### config.mk
export PLATFORM = sky130hd
export DESIGN_NAME = threat_classifier_top
export DESIGN_NICKNAME = d
export VERILOG_FILES = /design/src/source/kavach_pkg.sv /design/src/source/anomaly_if.sv /design/src/source/threat_scorer.sv /design/src/source/attack_typer.sv /design/src/source/threat_level_fsm.sv /design/src/source/threat_classifier_top.sv
export SDC_FILE = /design/constraint.sdc
export NUM_CORES = 1
export LEC_CHECK = 0
export BUFFER_PORTS_ARGS = -buffer_cell sky130_fd_sc_hd__buf_2
export CAP_MARGIN = 20
export CORE_MARGIN = 1.5
export CORE_UTILIZATION = 35
export DETAILED_ROUTE_END_ITERATION = 16
export HOLD_SLACK_MARGIN = 0.1
export PLACE_DENSITY = 0.59
export SKIP_LAST_GASP = 1
export SLEW_MARGIN = 30
export SYNTH_ARGS = -nofsm -noshare
export SYNTH_HDL_FRONTEND = slang
export SYNTH_SLANG_ARGS = --single-unit
### constraint.sdc
create_clock -name clk -period 1.6 [get_ports clk]
set_input_delay 0.32 -clock clk [delete_from_list [all_inputs] [get_ports clk]]
set_output_delay 0.32 -clock clk [all_outputs]
set_load 0.01 [all_outputs]
### src/source/kavach_pkg.sv
package kavach_pkg;

    // ==============================
    // Score type and ceiling
    // ==============================

    // Threat score, unsigned
    typedef logic [7:0] score_t;

    // Saturation ceiling of the weighted sum
    localparam score_t SCORE_MAX = 8'd255;

    // ==============================
    // Level and attack encodings
    // ==============================

    // Reported threat level, 3 bits
    typedef enum logic [2:0] {
        LVL_NONE     = 3'd0,
        LVL_LOW      = 3'd1,
        LVL_MEDIUM   = 3'd2,
        LVL_HIGH     = 3'd3,
        LVL_CRITICAL = 3'd4
    } threat_level_e;

    // Attack classification, 4 bits
    typedef enum logic [3:0] {
        AT_NONE       = 4'd0,
        AT_PWR_GLITCH = 4'd1,
        AT_CLK_ATTACK = 4'd2,
        AT_THERMAL    = 4'd3,
        AT_FAULT_INJ  = 4'd4,
        AT_SIDE_CH    = 4'd5,
        AT_COMBINED   = 4'd6
    } attack_type_e;

    // ==============================
    // Anomaly flag word
    // ==============================

    // Named flags, volt at the MSB
    typedef struct packed {
        logic volt;
        logic curr;
        logic glitch;
        logic clk_glitch;
        logic freq_drift;
        logic temp_hi;
        logic temp_lo;
        logic temp_roc;
        logic ipc;
        logic pc_jump;
        logic priv;
        logic mem_oob;
        logic flush;
        logic nmi;
    } anomaly_flags_t;

    // Flat view for reductions, named view for decode
    typedef union packed {
        logic [13:0]    bits;
        anomaly_flags_t f;
    } anomaly_word_u;

    // ==============================
    // Score weights
    // ==============================

    // Critical flags
    localparam score_t W_PRIV       = 8'd40;
    localparam score_t W_GLITCH     = 8'd30;
    localparam score_t W_CLK_GLITCH = 8'd25;
    // Medium flags
    localparam score_t W_PC_JUMP    = 8'd20;
    localparam score_t W_MEM_OOB    = 8'd20;
    localparam score_t W_NMI        = 8'd15;
    // Low flags
    localparam score_t W_VOLT       = 8'd10;
    localparam score_t W_CURR       = 8'd10;
    localparam score_t W_TEMP_HI    = 8'd10;
    localparam score_t W_TEMP_LO    = 8'd10;
    localparam score_t W_FREQ       = 8'd8;
    localparam score_t W_IPC        = 8'd8;
    localparam score_t W_FLUSH      = 8'd5;
    localparam score_t W_TEMP_ROC   = 8'd5;
    // Fusion engine qualifiers
    localparam score_t W_CORRELATED = 8'd35;
    localparam score_t W_MULTI      = 8'd15;

endpackage

### src/source/anomaly_if.sv
`timescale 1ns/1ps

interface anomaly_if;

    // Per-cycle monitor flags and fusion results
    kavach_pkg::anomaly_word_u flags;
    kavach_pkg::score_t        fused_score;
    logic                      correlated_attack;
    logic                      multi_domain_alert;

    // Top level drives everything
    modport source (output flags, fused_score, correlated_attack, multi_domain_alert);

    // Weighted sum needs the whole bundle
    modport scorer (input flags, fused_score, correlated_attack, multi_domain_alert);

    // Classification ignores the fused score
    modport typer (input flags, correlated_attack, multi_domain_alert);

    // State machine overrides only
    modport fsm (input flags, correlated_attack);

endinterface

### src/source/threat_scorer.sv
`timescale 1ns/1ps

module threat_scorer (
    input  logic               clk,
    input  logic               rst_n,
    anomaly_if.scorer          anom,
    output kavach_pkg::score_t score
);

    // Worst case 255 + 266 of weights, fits in 10 bits
    localparam int SUM_W = 10;

    logic [SUM_W-1:0]   sum;
    kavach_pkg::score_t score_d;

    // ==============================
    // Weighted sum
    // ==============================

    always_comb begin
        // Base from the averaging engine
        sum = SUM_W'(anom.fused_score);
        // Critical flags
        sum = sum + (anom.flags.f.priv       ? SUM_W'(kavach_pkg::W_PRIV)       : '0);
        sum = sum + (anom.flags.f.glitch     ? SUM_W'(kavach_pkg::W_GLITCH)     : '0);
        sum = sum + (anom.flags.f.clk_glitch ? SUM_W'(kavach_pkg::W_CLK_GLITCH) : '0);
        // Medium flags
        sum = sum + (anom.flags.f.pc_jump    ? SUM_W'(kavach_pkg::W_PC_JUMP)    : '0);
        sum = sum + (anom.flags.f.mem_oob    ? SUM_W'(kavach_pkg::W_MEM_OOB)    : '0);
        sum = sum + (anom.flags.f.nmi        ? SUM_W'(kavach_pkg::W_NMI)        : '0);
        // Low flags
        sum = sum + (anom.flags.f.volt       ? SUM_W'(kavach_pkg::W_VOLT)       : '0);
        sum = sum + (anom.flags.f.curr       ? SUM_W'(kavach_pkg::W_CURR)       : '0);
        sum = sum + (anom.flags.f.temp_hi    ? SUM_W'(kavach_pkg::W_TEMP_HI)    : '0);
        sum = sum + (anom.flags.f.temp_lo    ? SUM_W'(kavach_pkg::W_TEMP_LO)    : '0);
        sum = sum + (anom.flags.f.freq_drift ? SUM_W'(kavach_pkg::W_FREQ)       : '0);
        sum = sum + (anom.flags.f.ipc        ? SUM_W'(kavach_pkg::W_IPC)        : '0);
        sum = sum + (anom.flags.f.flush      ? SUM_W'(kavach_pkg::W_FLUSH)      : '0);
        sum = sum + (anom.flags.f.temp_roc   ? SUM_W'(kavach_pkg::W_TEMP_ROC)   : '0);
        // Fusion qualifiers
        sum = sum + (anom.correlated_attack  ? SUM_W'(kavach_pkg::W_CORRELATED) : '0);
        sum = sum + (anom.multi_domain_alert ? SUM_W'(kavach_pkg::W_MULTI)      : '0);

        // Clamp instead of wrapping
        if (sum > SUM_W'(kavach_pkg::SCORE_MAX)) begin
            score_d = kavach_pkg::SCORE_MAX;
        end else begin
            score_d = sum[7:0];
        end
    end

    // One cycle after the inputs
    always_ff @(posedge clk or negedge rst_n) begin
        if (!rst_n) begin
            score <= '0;
        end else begin
            score <= score_d;
        end
    end

endmodule

### src/source/attack_typer.sv
`timescale 1ns/1ps

module attack_typer (
    input  logic                     clk,
    input  logic                     rst_n,
    anomaly_if.typer                 anom,
    output kavach_pkg::attack_type_e attack_type
);

    kavach_pkg::attack_type_e type_d;

    // ==============================
    // Priority classification
    // ==============================

    always_comb begin
        // Coordinated attack wins over any single domain
        if (anom.correlated_attack || anom.multi_domain_alert) begin
            type_d = kavach_pkg::AT_COMBINED;
        end
        // Execution-level tampering
        else if (anom.flags.f.priv || anom.flags.f.pc_jump) begin
            type_d = kavach_pkg::AT_FAULT_INJ;
        end
        // Supply glitch, or voltage and current both off
        else if (anom.flags.f.glitch || (anom.flags.f.volt && anom.flags.f.curr)) begin
            type_d = kavach_pkg::AT_PWR_GLITCH;
        end
        // Clock manipulation
        else if (anom.flags.f.clk_glitch || anom.flags.f.freq_drift) begin
            type_d = kavach_pkg::AT_CLK_ATTACK;
        end
        // Laser heating or cryo
        else if (anom.flags.f.temp_hi || anom.flags.f.temp_lo) begin
            type_d = kavach_pkg::AT_THERMAL;
        end
        // IPC deviation alone
        else if (anom.flags.f.ipc) begin
            type_d = kavach_pkg::AT_SIDE_CH;
        end
        else begin
            type_d = kavach_pkg::AT_NONE;
        end
    end

    // Aligned with the score register
    always_ff @(posedge clk or negedge rst_n) begin
        if (!rst_n) begin
            attack_type <= kavach_pkg::AT_NONE;
        end else begin
            attack_type <= type_d;
        end
    end

endmodule

### src/source/threat_level_fsm.sv
`timescale 1ns/1ps

module threat_level_fsm #(
    parameter kavach_pkg::score_t SCORE_LOW      = 8'd20,
    parameter kavach_pkg::score_t SCORE_MEDIUM   = 8'd60,
    parameter kavach_pkg::score_t SCORE_HIGH     = 8'd120,
    parameter kavach_pkg::score_t SCORE_CRITICAL = 8'd200,
    parameter int unsigned        HOLD_CYCLES    = 16
) (
    input  logic                      clk,
    input  logic                      rst_n,
    anomaly_if.fsm                    anom,
    input  kavach_pkg::score_t        score,
    output kavach_pkg::threat_level_e threat_level,
    output logic                      threat_valid,
    output logic                      threat_upgraded,
    output logic                      threat_cleared
);

    // Wide enough for HOLD_CYCLES, at least one bit
    localparam int CNT_W = $clog2(HOLD_CYCLES + 2);

    typedef enum logic [2:0] {
        ST_IDLE     = 3'd0,
        ST_LOW      = 3'd1,
        ST_MEDIUM   = 3'd2,
        ST_HIGH     = 3'd3,
        ST_CRITICAL = 3'd4,
        ST_HOLD     = 3'd5
    } state_e;

    state_e                    state;
    state_e                    state_d;
    logic [CNT_W-1:0]          hold_cnt;
    logic                      any_anomaly;
    kavach_pkg::threat_level_e level_d;

    // Flat view of the flag word
    assign any_anomaly = |anom.flags.bits;

    // ==============================
    // Next state
    // ==============================

    always_comb begin
        state_d = state;
        case (state)
            ST_IDLE: begin
                // priv escalates straight to the top
                if (score >= SCORE_CRITICAL || anom.flags.f.priv) state_d = ST_CRITICAL;
                else if (score >= SCORE_HIGH)                     state_d = ST_HIGH;
                else if (score >= SCORE_MEDIUM)                   state_d = ST_MEDIUM;
                else if (score >= SCORE_LOW)                      state_d = ST_LOW;
            end
            ST_LOW: begin
                if (score >= SCORE_CRITICAL)    state_d = ST_CRITICAL;
                else if (score >= SCORE_HIGH)   state_d = ST_HIGH;
                else if (score >= SCORE_MEDIUM) state_d = ST_MEDIUM;
                else if (score < SCORE_LOW)     state_d = ST_HOLD;
            end
            ST_MEDIUM: begin
                if (score >= SCORE_CRITICAL)    state_d = ST_CRITICAL;
                else if (score >= SCORE_HIGH)   state_d = ST_HIGH;
                else if (score < SCORE_MEDIUM)  state_d = ST_HOLD;
            end
            ST_HIGH: begin
                if (score >= SCORE_CRITICAL || anom.correlated_attack) state_d = ST_CRITICAL;
                else if (score < SCORE_HIGH)                           state_d = ST_HOLD;
            end
            ST_CRITICAL: begin
                // Leave only once every monitor is quiet
                if (score < SCORE_HIGH && !any_anomaly) state_d = ST_HOLD;
            end
            ST_HOLD: begin
                if (score >= SCORE_CRITICAL)                  state_d = ST_CRITICAL;
                else if (score >= SCORE_HIGH)                 state_d = ST_HIGH;
                else if (hold_cnt >= CNT_W'(HOLD_CYCLES))     state_d = ST_IDLE;
            end
            default: state_d = ST_IDLE;
        endcase
    end

    // State register and hold timer
    always_ff @(posedge clk or negedge rst_n) begin
        if (!rst_n) begin
            state    <= ST_IDLE;
            hold_cnt <= '0;
        end else begin
            state <= state_d;
            // Counts only while holding
            if (state == ST_HOLD) hold_cnt <= hold_cnt + 1'b1;
            else                  hold_cnt <= '0;
        end
    end

    // ==============================
    // Output register
    // ==============================

    // Level seen by the response side
    always_comb begin
        case (state)
            ST_LOW:      level_d = kavach_pkg::LVL_LOW;
            ST_MEDIUM:   level_d = kavach_pkg::LVL_MEDIUM;
            ST_HIGH:     level_d = kavach_pkg::LVL_HIGH;
            ST_CRITICAL: level_d = kavach_pkg::LVL_CRITICAL;
            ST_HOLD:     level_d = threat_level; // Keep last reported level
            default:     level_d = kavach_pkg::LVL_NONE;
        endcase
    end

    always_ff @(posedge clk or negedge rst_n) begin
        if (!rst_n) begin
            threat_level    <= kavach_pkg::LVL_NONE;
            threat_valid    <= 1'b0;
            threat_upgraded <= 1'b0;
            threat_cleared  <= 1'b0;
        end else begin
            threat_level <= level_d;
            // Active only in a live level state
            threat_valid <= (state != ST_IDLE) && (state != ST_HOLD);
            // Edges against the level currently on the output
            threat_upgraded <= (level_d > threat_level);
            threat_cleared  <= (level_d == kavach_pkg::LVL_NONE) &&
                               (threat_level != kavach_pkg::LVL_NONE);
        end
    end

endmodule

### src/source/threat_classifier_top.sv
`timescale 1ns/1ps

module threat_classifier_top #(
    parameter kavach_pkg::score_t SCORE_LOW      = 8'd20,
    parameter kavach_pkg::score_t SCORE_MEDIUM   = 8'd60,
    parameter kavach_pkg::score_t SCORE_HIGH     = 8'd120,
    parameter kavach_pkg::score_t SCORE_CRITICAL = 8'd200,
    parameter int unsigned        HOLD_CYCLES    = 16
) (
    input  logic                      clk,
    input  logic                      rst_n,
    // Monitor flags
    input  logic                      volt_anomaly,
    input  logic                      curr_anomaly,
    input  logic                      glitch_detected,
    input  logic                      clk_glitch,
    input  logic                      freq_drift,
    input  logic                      temp_hi_anomaly,
    input  logic                      temp_lo_anomaly,
    input  logic                      temp_roc_alert,
    input  logic                      ipc_anomaly,
    input  logic                      pc_jump_anomaly,
    input  logic                      priv_anomaly,
    input  logic                      mem_oob_anomaly,
    input  logic                      flush_anomaly,
    input  logic                      nmi_anomaly,
    // Fusion engine
    input  kavach_pkg::score_t        fused_score,
    input  logic                      correlated_attack,
    input  logic                      multi_domain_alert,
    // Classification
    output kavach_pkg::threat_level_e threat_level,
    output kavach_pkg::attack_type_e  attack_type,
    output kavach_pkg::score_t        threat_score,
    output logic                      threat_valid,
    output logic                      threat_upgraded,
    output logic                      threat_cleared
);

    anomaly_if anom_bus ();

    // Pack flags by name into the shared word
    assign anom_bus.flags.f = '{
        volt:       volt_anomaly,
        curr:       curr_anomaly,
        glitch:     glitch_detected,
        clk_glitch: clk_glitch,
        freq_drift: freq_drift,
        temp_hi:    temp_hi_anomaly,
        temp_lo:    temp_lo_anomaly,
        temp_roc:   temp_roc_alert,
        ipc:        ipc_anomaly,
        pc_jump:    pc_jump_anomaly,
        priv:       priv_anomaly,
        mem_oob:    mem_oob_anomaly,
        flush:      flush_anomaly,
        nmi:        nmi_anomaly
    };
    assign anom_bus.fused_score        = fused_score;
    assign anom_bus.correlated_attack  = correlated_attack;
    assign anom_bus.multi_domain_alert = multi_domain_alert;

    // Registered score, also feeds the FSM
    threat_scorer u_scorer (
        .clk   (clk),
        .rst_n (rst_n),
        .anom  (anom_bus.scorer),
        .score (threat_score)
    );

    attack_typer u_typer (
        .clk         (clk),
        .rst_n       (rst_n),
        .anom        (anom_bus.typer),
        .attack_type (attack_type)
    );

    threat_level_fsm #(
        .SCORE_LOW      (SCORE_LOW),
        .SCORE_MEDIUM   (SCORE_MEDIUM),
        .SCORE_HIGH     (SCORE_HIGH),
        .SCORE_CRITICAL (SCORE_CRITICAL),
        .HOLD_CYCLES    (HOLD_CYCLES)
    ) u_fsm (
        .clk             (clk),
        .rst_n           (rst_n),
        .anom            (anom_bus.fsm),
        .score           (threat_score),
        .threat_level    (threat_level),
        .threat_valid    (threat_valid),
        .threat_upgraded (threat_upgraded),
        .threat_cleared  (threat_cleared)
    );

endmodule

==> flow_summary.ini, run 1 <==
[clock_network]
cts_made_buffers = 3
clk_path_buf_depth = 2
cts_sinks = 25
cts_tree = yes
cts-root-buf = clkbuf_8
htreeDepth = 1
insertion_delay_ps = 270
cts.clk_slew.worst_paths_ps = 90

[synth]
synth_edf_count = 0
synth_flop_cell = dfrtp_1
ys_types = 48
avgSynthCellArea_um2 = 9.85
ys_ff_latch = 25
netlist_instances = 273
synthTopCellsByArea = dfrtp_1 23%, fa_1 23%, ha_1 16%, inv_1 7.8%, o21ai_0 2.6%
yosys_warnings = 0
netlist_area_um2 = 2690
synth_top_area_frac = 0.233
synth_fp_nets = 365
yosysSeqAreaShare = 0.233
async_reset_ff_frac = 1.00
yosys.area.top_type = dfrtp_1

[timing]
fin_crit_sh = 2.75
tightest_slew_ps = 541
max-slew-margin-rel = 0.639
finalSetupTns_ps = -22330
fin_ws_ps = -2810
rsz0062_at_grt = true
skew_ps = 4.69
period_minus_slack_ps = 4410
hold_viol_final = 0
finalSetupViolCount = 11
drv_slew = 0
max_freq_mhz = 227

[worst_setup_path]
end_kind = flop
cp_slowest_stage_delay_ps = 570
critPathSlowestCell = fa_2
r2r_start = u_scorer.score[4]
arrival_ps = 4570
r2r_end = u_fsm.state[0]
crit_fanout = 5
cp_cell_sequence = buf_8, clkinvlp_4, fa_1, inv_1, fa_1, inv_1, fa_1, inv_1, fa_1, fa_2, ha_4, inv_4, a211oi_4, or3_4, a2111oi_4, buf_4, nand2_1
ff2ff_setup_slack_ps = -60
crit_top_cell = fa_1
crit_path_start_kind = primary input
worstRegToRegCells = 7
crit_required_ps = 1760
crit_type = primary input to flop

[route]
firstDrtPassIters = 4
vias_per_cell = 4.73
wire_per_inst_um = 12.6
wl_mm = 6.14
vias = 2307
drc_errors = 0
first_iter_violations = 32
antenna_left = 0

[die]
row_count = 31
die_h_um = 90.7
initial_core_util = 0.367
io_pins = 44
fp.dieW_um = 90.7
die_area_um2 = 8220
core_um2 = 7330

[global_route]
grt_pass1_vias = 2468
antenna_found_initial = 0
grtUsageTotal = 0.157
globalRoute.totalOverflow = 0
grt_pass1_wl_mm = 10.8
grt_max_degree = 26

[outcome]
status = complete, but fails checks
violations = negative setup slack

[flow_run]
max_cap_violations = 0

[cells_and_area]
syn2layout_area_growth_pct = 44.4
fillers = 666
n_antenna_cell = 0
fin_nets = 482
post-route-util = 0.530
drive_gt1_frac = 0.414

[place]
dp_hpwl_mm = 5.15
gp_congestion = 0.817
io_buffers = 42

[pwr]
ir_worst_vdd_mv = 1.61
power_density_nw_per_um2 = 2230
p_leak_uw = 0.00189

[hold_path]
hp-start = glitch_detected
min_path_cells = 3
hold_path.class = primary input to flop
whs_endpoint = u_typer.attack_type[0]
[layout make-up]
cell class	count	area [µm²]	area share
multi-input cells	187	2060	0.530
inverters	56	216	0.0558
well taps	99	124	0.0319
repair buffers	117	806	0.208
clock buffers	3	41.3	0.0106
clock inverters	1	7.51	0.00193
flip-flops and latches	25	629	0.162
[worst max path at each step]
stage | from | end | slack (ps)
2_1_floorplan | clk_glitch | u_scorer.score[7] | -2780
3_3_place_gp | glitch_detected | u_scorer.score[0] | -3010
3_5_place_dp | clk_glitch | u_scorer.score[0] | -3090
4_1_cts | clk_glitch | u_scorer.score[0] | -2760
5_1_grt | temp_lo_anomaly | u_scorer.score[0] | -2970
6_report | clk_glitch | u_scorer.score[0] | -2810
[cells by family (layout without fill, tap and decap cells)]
group           Yosys count  after routing  synth area share
fa+ha+maj                66             66             0.394
buf+inv                  61            177            0.0866
simple gates             56             56             0.106
compound gates           54             54             0.145
flops                    25             25             0.233
xor+xnor                  7              7            0.0228
mux                       3              3            0.0116
other cells               1              1           0.00139
[sequential cells by signal (all words and copies together) (netlist names)]
signal and flops:
u_typer.attack_type 3, u_fsm.state 3, u_fsm.threat_cleared 1, u_fsm.threat_level 3, u_fsm.threat_valid 1, u_fsm.threat_upgraded 1
u_scorer.score 8, u_fsm.hold_cnt 5
[report_power, final]
part / internal [µW] / switching, µW / total (µW)
Clock: 177 / 205 / 382
Combinational: 3910 / 3340 / 7240
Sequential: 864 / 164 / 1030
Total: 4950 / 3700 / 8650
[metal layers]
layer	up-vias	part of all wire	GRT usage
li1	1146	-	-
met1	1114	0.44	0.203
met2	42	0.52	0.284
met3	5	0.029	0.0143
met4	0	0.0077	0.0344
met5	-	0	0
[stage by stage]
step / power (µW) / cell area [µm²] / worst slack (ps) / hold WS (ps) / std cells
floorplan: 4720 / 2750 / -2780 / 24.4 / 273
global placement: 6900 / 3550 / -3010 / 338 / 474
detailed placement: 7000 / 3550 / -3090 / 347 / 474
CTS: 7980 / 3760 / -2760 / 405 / 482
global route: 9560 / 3880 / -2970 / 450 / 488
finish: 8650 / 3880 / -2810 / 383 / 488
[layout by cell type, fill, tap and decap left out, types with 3 or more instances in the layout]
cell,count
buf_2,39
a21o_1,3
clkbuf_8,3
buf_4,72
nor3_1,5
nand3_1,6
buf_6,4
inv_1,53
ha_1,31
o21ai_0,11
xnor2_1,5
dfrtp_2,3
nor2_1,12
nand2_1,9
a21oi_1,5
o21ai_2,3
dfrtp_1,22
a41o_1,3
a21oi_2,3
a31oi_1,3
fa_1,28
ha_4,4
fa_2,3
[worst max-delay path, delay by kind of cell]
family / cells / cell delay [ps]
compound gates: 2 / 510
fa+ha+maj: 6 / 2700
buf+inv: 7 / 590
simple gates: 2 / 460
[repair_timing]
item,4_1_cts,5_1_grt
resized for setup,26,20
endpoints found under the setup margin,11,12
gates cloned,0,0
hold buffers,1,0
endpoints found under the hold margin,25,0
pin swaps,8,6
buffers inserted,3,6
[synth_stat cells, types with 3 or more instances]
cell / n
inv_1: 56
ha_1: 35
fa_1: 31
dfrtp_1: 25
nor2_1: 14
o21ai_0: 14
nand2_1: 10
a21oi_1: 8
nand3_1: 7
nor3_1: 7
xnor2_1: 5
clkbuf_1: 4
a21o_1: 3
a31oi_1: 3
a41o_1: 3
nand2b_1: 3
Power figures use the tool's default switching activity.
==> run 2: changes to the inputs <==
- ABC_CLOCK_PERIOD_IN_PS: not set -> 1600
- SYNTH_HIERARCHICAL: not set -> 1
==> flow_summary.ini, run 2 <==
[outcome]
status = complete, but fails checks
violations = negative setup slack

[route]
vias_per_cell = 4.74
wire_per_inst_um = 13.4
vias = 2334
drc_errors = 0
antenna_left = 0
firstDrtPassIters = 4
first_iter_violations = 73
wl_mm = 6.60

[pwr]
p_leak_uw = 0.00191
internal_power_uw = 5340
ir_worst_vdd_mv = 2.10
pwr-share-comb = 0.846
sw_frac_of_total = 0.436
pwr-share-seq = 0.115
totalPowerFinal_uw = 9470
power_density_nw_per_um2 = 2380
pwr-share-clk = 0.039
p_sw_uw = 4130

[synth]
synthTopCellsByArea = fa_1 23%, dfrtp_1 23%, ha_1 13%, inv_1 7.6%, a21oi_1 2.5%
synth_edf_count = 0
synth_fp_nets = 364
yosysSeqAreaShare = 0.226
ys_ff_latch = 25
synth_common_cells = 56 x inv_1, 32 x fa_1, 29 x ha_1, 25 x dfrtp_1, 14 x a21oi_1
yosys_warnings = 6
netlist_instances = 277
async_reset_ff_frac = 1.00
yosys.area.top_type = fa_1
ys_types = 56
netlist_area_um2 = 2770
synth_flop_cell = dfrtp_1
synth_top_area_frac = 0.232
avgSynthCellArea_um2 = 9.98
yosysMostFrequentCell = inv_1

[die]
row_count = 32
io_pins = 44
fp.dieW_um = 91.9
initial_core_util = 0.360
die_h_um = 91.9
die_area_um2 = 8440
core_um2 = 7690

[cells_and_area]
post-route-util = 0.518
reg_top3 = u_scorer/score: 8 flops, u_fsm/hold_cnt: 5 flops
largest_reg_flops = 8
final_cell_mix = 65 x buf_4, 46 x inv_1, 37 x buf_2
stdcell_count = 492
drive_gt1_frac = 0.456
syn2layout_area_growth_pct = 44.1
n_antenna_cell = 0
largest_register = u_scorer/score
fillers = 732
layout_commonest_cell = buf_4
fin_nets = 478

[place]
gp_congestion = 0.799
post-place-ws_ps = -2820
io_buffers = 42
numPlacedInstances = 471
dp_hpwl_mm = 5.25

[global_route]
grt_pass1_vias = 2439
grt_pass1_wl_mm = 10.8
grt_max_degree = 26
antenna_found_initial = 0
grtUsageTotal = 0.157
globalRoute.totalOverflow = 0

[worst_setup_path]
r2r_end = u_fsm/state[0]
arrival_ps = 4110
crit_type = primary input to flop
crit_path_start_kind = primary input
ff2ff_setup_slack_ps = -300
r2r_start = u_fsm/state[0]
startpoint = nmi_anomaly
crit_fanout = 8
crit_required_ps = 1750
worstRegToRegCells = 5
end_kind = flop

[timing]
fin_crit_sh = 2.48
skew_ps = 2.58
max-slew-margin-rel = 0.629
finalSetupViolCount = 11
tightest_slew_ps = 557
max_freq_mhz = 252
drv_slew = 0
period_minus_slack_ps = 3960
fin_ws_ps = -2360
hold_viol_final = 0
rsz0062_at_grt = true

[clock_network]
cts_sinks = 25
htreeDepth = 1
cts_made_buffers = 3
clk_path_buf_depth = 2
cts.clk_slew.worst_paths_ps = 90
cts-root-buf = clkbuf_8
insertion_delay_ps = 260
cts_tree = yes

[hold_path]
hold_path.class = primary input to flop
min_path_cells = 3
hp-start = ipc_anomaly
whs_endpoint = u_typer/attack_type[2]

[flow_run]
max_cap_violations = 0
[run 2: cell types whose count changed after synthesis, sizes merged, moves of 3 or more]
cell | before | now
nor2 | 14 | 10
nand3 | 7 | 12
xor2 | 2 | 6
o21ai | 14 | 8
or4 | 0 | 4
nor2b | 2 | 5
a21oi | 9 | 14
ha | 35 | 29
[run 2: cell type report]
type / count / area [µm²] / area share
multi-input cells: 189 / 2120 / 0.533
repair buffers: 116 / 835 / 0.209
flip-flops and latches: 25 / 629 / 0.158
inverters: 56 / 224 / 0.0562
well taps: 102 / 128 / 0.0320
clock buffers: 3 / 41.3 / 0.0104
clock inverters: 1 / 5.00 / 0.00126
[run 2: worst max path at each step]
stage	endpoint	slack (ps)	cells past startpoint
2_1_floorplan	u_scorer/score[1]	-2490	13
3_3_place_gp	u_scorer/score[1]	-2770	14
3_5_place_dp	u_scorer/score[4]	-2820	14
4_1_cts	u_scorer/score[4]	-2450	15
5_1_grt	u_scorer/score[0]	-2470	15
6_report	u_scorer/score[4]	-2360	15
[run 2: metal layers]
metal | vias to the layer above | routed length [µm] | global-route usage | part of all wire
met4 | 0 | 85 | 0.0359 | 0.013
met2 | 40 | 3610 | 0.296 | 0.55
li1 | 1155 | - | - | -
met5 | - | 0 | 0 | 0
met1 | 1129 | 2720 | 0.195 | 0.41
met3 | 10 | 180 | 0.0108 | 0.027
[run 2: power by group through the flow]
stage	sequential, µW	combinational (µW)	clock [µW]
2_1_floorplan	1110	4020	0
6_report	1090	8010	368
3_5_place_dp	1080	6150	0
5_1_grt	1130	8750	400
3_3_place_gp	1080	6040	0
4_1_cts	1090	7260	377
[run 2: what timing repair did]
action / in CTS / in global routing
gates resized for setup: 26 / 36
hold buffers: 1 / 0
setup buffers: 7 / 9
setup endpoints to repair: 12 / 12
endpoints found under the hold margin: 25 / 0
pin swaps: 9 / 18
[run 2: cells by family after synthesis]
kind of cell             after synthesis  synth area share
buffers and inverters                 63            0.0923
AND/OR/NAND/NOR                       68             0.149
other                                  1           0.00136
AO/OA/AOI/OAI                         46             0.125
adder cells (fa/ha/maj)               61             0.363
XOR/XNOR                              10            0.0317
flip-flops                            25             0.226
multiplexers                           3            0.0118
[run 2: worst max-delay path, cell delays in order]
cell	delay [ps]
buf_8	80
clkinvlp_4	120
fa_2	550
inv_2	40
fa_2	530
fa_2	440
fa_2	560
ha_4	210
ha_4	250
a211oi_4	280
nor3_2	80
mux2i_2	160
a2111oi_4	220
buf_6	180
nand3_1	90
[run 2: stage by stage]
step / hold slack (ps) / setup TNS [ps] / cell area (µm²)
2_1_floorplan: 24.4 / -20210 / 2830
3_3_place_gp: 348 / -22890 / 3550
3_5_place_dp: 343 / -23200 / 3550
4_1_cts: 420 / -19930 / 3790
5_1_grt: 450 / -20190 / 3980
6_report: 427 / -19180 / 3980
==> run 3: changes to the inputs <==
- ABC_AREA: not set -> 1
- ABC_CLOCK_PERIOD_IN_PS: 1600 -> 3500
- SLEW_MARGIN: 30 -> 20
- clock period: 1.6 -> 3.5 ns (I/O delays scaled with it)
==> flow_summary.ini, run 3 <==
[outcome]
status = complete, but fails checks
violations = negative setup slack

[synth]
synth-xor-area-share = 0.0184
synth_fp_nets = 447
ys_types = 30
netlist_instances = 360
ys_ff_latch = 25
synth_edf_count = 0
synth_top_area_frac = 0.224
synth_top_family_by_area = adder cells
avgSynthCellArea_um2 = 7.95
synth_compound_area_frac = 0.0380
synth_mux_area_frac = 0
netlist_area_um2 = 2860
yosysMostFrequentCell = inv_1
synth_common_cells = 85 x inv_1, 71 x nand2_1, 34 x nor2_1, 32 x fa_1, 29 x ha_1
synth-simple-area-share = 0.253
yosys.area.top_type = fa_1
synthTopCellsByArea = fa_1 22%, dfrtp_1 22%, ha_1 13%, inv_1 11%, nand2_1 9.3%
async_reset_ff_frac = 1.00
yosysSeqAreaShare = 0.219
synth_fa_ha_area_frac = 0.351
synth_flop_cell = dfrtp_1
yosys_warnings = 6

[worst_setup_path]
crit_top_cell = fa_1
worstRegToRegCells = 9
crit_fanout = 8
crit_required_ps = 3640
r2r_end = u_fsm/threat_upgraded
arrival_ps = 4260
r2r_start = u_fsm/state[1]
cp.buffers_inverters = 3
crit_path_start_kind = primary input
critPathTopFamily = adder cells
critPathSlowestCell = fa_1
worst-path-stages = 14
cp_cell_sequence = buf_8, inv_4, fa_1, fa_1, fa_1, inv_1, fa_1, fa_1, ha_4, or2_4, nand3_2, nand3b_1, nand2_4, nand3_1
crit_type = primary input to flop
crit_path_end = u_scorer/score[7]
cp_slowest_stage_delay_ps = 550
ff2ff_setup_slack_ps = 1790
startpoint = pc_jump_anomaly
end_kind = flop

[pwr]
ir_worst_vdd_mv = 0.620
power_density_nw_per_um2 = 1020
p_leak_uw = 0.00197

[clock_network]
cts-root-buf = clkbuf_8
cts_tree = yes
htreeDepth = 1
cts_made_buffers = 3
insertion_delay_ps = 260
cts_hold_buf = 0
clk_path_buf_depth = 2
cts.clk_slew.worst_paths_ps = 90
cts_sinks = 25

[die]
initial_core_util = 0.367
core_um2 = 7810
die_h_um = 93.4
row_count = 32
io_pins = 44
fp.dieW_um = 93.4
die_area_um2 = 8730

[global_route]
antenna_found_initial = 0
grt_pass1_wl_mm = 10.3
grt_max_degree = 26
grt_pass1_vias = 2401
grtUsageTotal = 0.146
globalRoute.totalOverflow = 0

[timing]
fin_ws_ps = -622
max-slew-margin-rel = 0.630
finalSetupViolCount = 8
drv_slew = 0
period_minus_slack_ps = 4120
skew_ps = 2.70
max_freq_mhz = 243
hold_viol_final = 0
tightest_slew_ps = 554
fin_crit_sh = 1.18
rsz0062_at_grt = true

[hold_path]
hold_path.class = primary input to asynchronous set/reset pin

[route]
vias = 2353
drc_errors = 0
vias_per_cell = 4.36
wire_per_inst_um = 10.9
wl_mm = 5.89
antenna_left = 0
first_iter_violations = 62
firstDrtPassIters = 4

[cells_and_area]
syn2layout_area_growth_pct = 27.0
drive_gt1_frac = 0.297
largest_register = u_scorer/score
post-route-util = 0.466
layout_commonest_cell = inv_1
stdcell_count = 540
fin_nets = 526
n_antenna_cell = 0
final_cell_mix = 78 x inv_1, 70 x nand2_1, 37 x buf_2
largest_reg_flops = 8
reg_top3 = u_scorer/score: 8 flops, u_fsm/hold_cnt: 5 flops

[place]
numPlacedInstances = 535
dp_hpwl_mm = 5.09
gp_congestion = 0.814
io_buffers = 42

[flow_run]
max_cap_violations = 0
[run 3: worst min-delay path by stage]
stage                            end  slack (ps)  cells after the start
2_1_floorplan      u_fsm/hold_cnt[0]         400                      0
3_3_place_gp       u_fsm/hold_cnt[0]         450                      1
3_5_place_dp       u_fsm/hold_cnt[0]         450                      1
4_1_cts            u_fsm/hold_cnt[2]         430                      1
5_1_grt            u_fsm/hold_cnt[2]         440                      1
6_report       u_fsm/threat_level[1]         420                      1
[run 3: final cells by class]
| class | count | area [µm²] |
|---|---|---|
| clock inverters | 1 | 5.00 |
| fillers | 802 | 4170 |
| multi-input cells | 244 | 2000 |
| flip-flops and latches | 25 | 626 |
| inverters | 90 | 344 |
| repair buffers | 75 | 489 |
| clock buffers | 3 | 41.3 |
| well taps | 102 | 128 |
[run 3: cells by family (layout without fill, tap and decap cells)]
kind of cell,count (synthesis),count (layout)
buf+inv,91,169
compound gates,20,20
xor+xnor,6,6
fa+ha+maj,61,61
other cells,1,1
flops,25,25
simple gates,156,156
[run 3: timing repair]
action	4_1_cts	5_1_grt
gates resized for setup	19	6
pin swaps	13	1
setup buffers	1	0
setup endpoints to repair	8	8
gates cloned	0	0
[run 3: metal layers]
| layer | up-vias | track usage | wire length, µm |
|---|---|---|---|
| li1 | 1238 | - | - |
| met1 | 1082 | 0.189 | 2690 |
| met3 | 2 | 0.0154 | 189 |
| met2 | 31 | 0.260 | 2980 |
| met4 | 0 | 0.0328 | 28 |
| met5 | - | 0 | 0 |
[run 3: power by group]
group	switching (µW)	internal, µW	total [µW]
clock network	88.1	79.5	168
logic	1540	1500	3050
registers	90.0	408	498
[run 3: worst reg2reg max path, cell delays in order, from the launching register on]
cell and delay, ps:
dfrtp_1 440, inv_1 100, nand2_2 80, nor2_4 170, a21oi_1 90, inv_1 110, ha_1 260, a21oi_1 160
a21oi_1 60, o2bb2ai_1 120
[run 3: through the flow]
stage | instance area [µm²] | setup slack (ps) | power, µW | TNS [ps] | hold slack (ps)
6_report | 3630 | -622 | 3710 | -4820 | 416
5_1_grt | 3630 | -736 | 4160 | -5790 | 441
4_1_cts | 3580 | -617 | 3530 | -4780 | 431
3_5_place_dp | 3460 | -1000 | 3210 | -7880 | 455
3_3_place_gp | 3460 | -958 | 3170 | -7510 | 452
2_1_floorplan | 2890 | -673 | 2340 | -5360 | 404
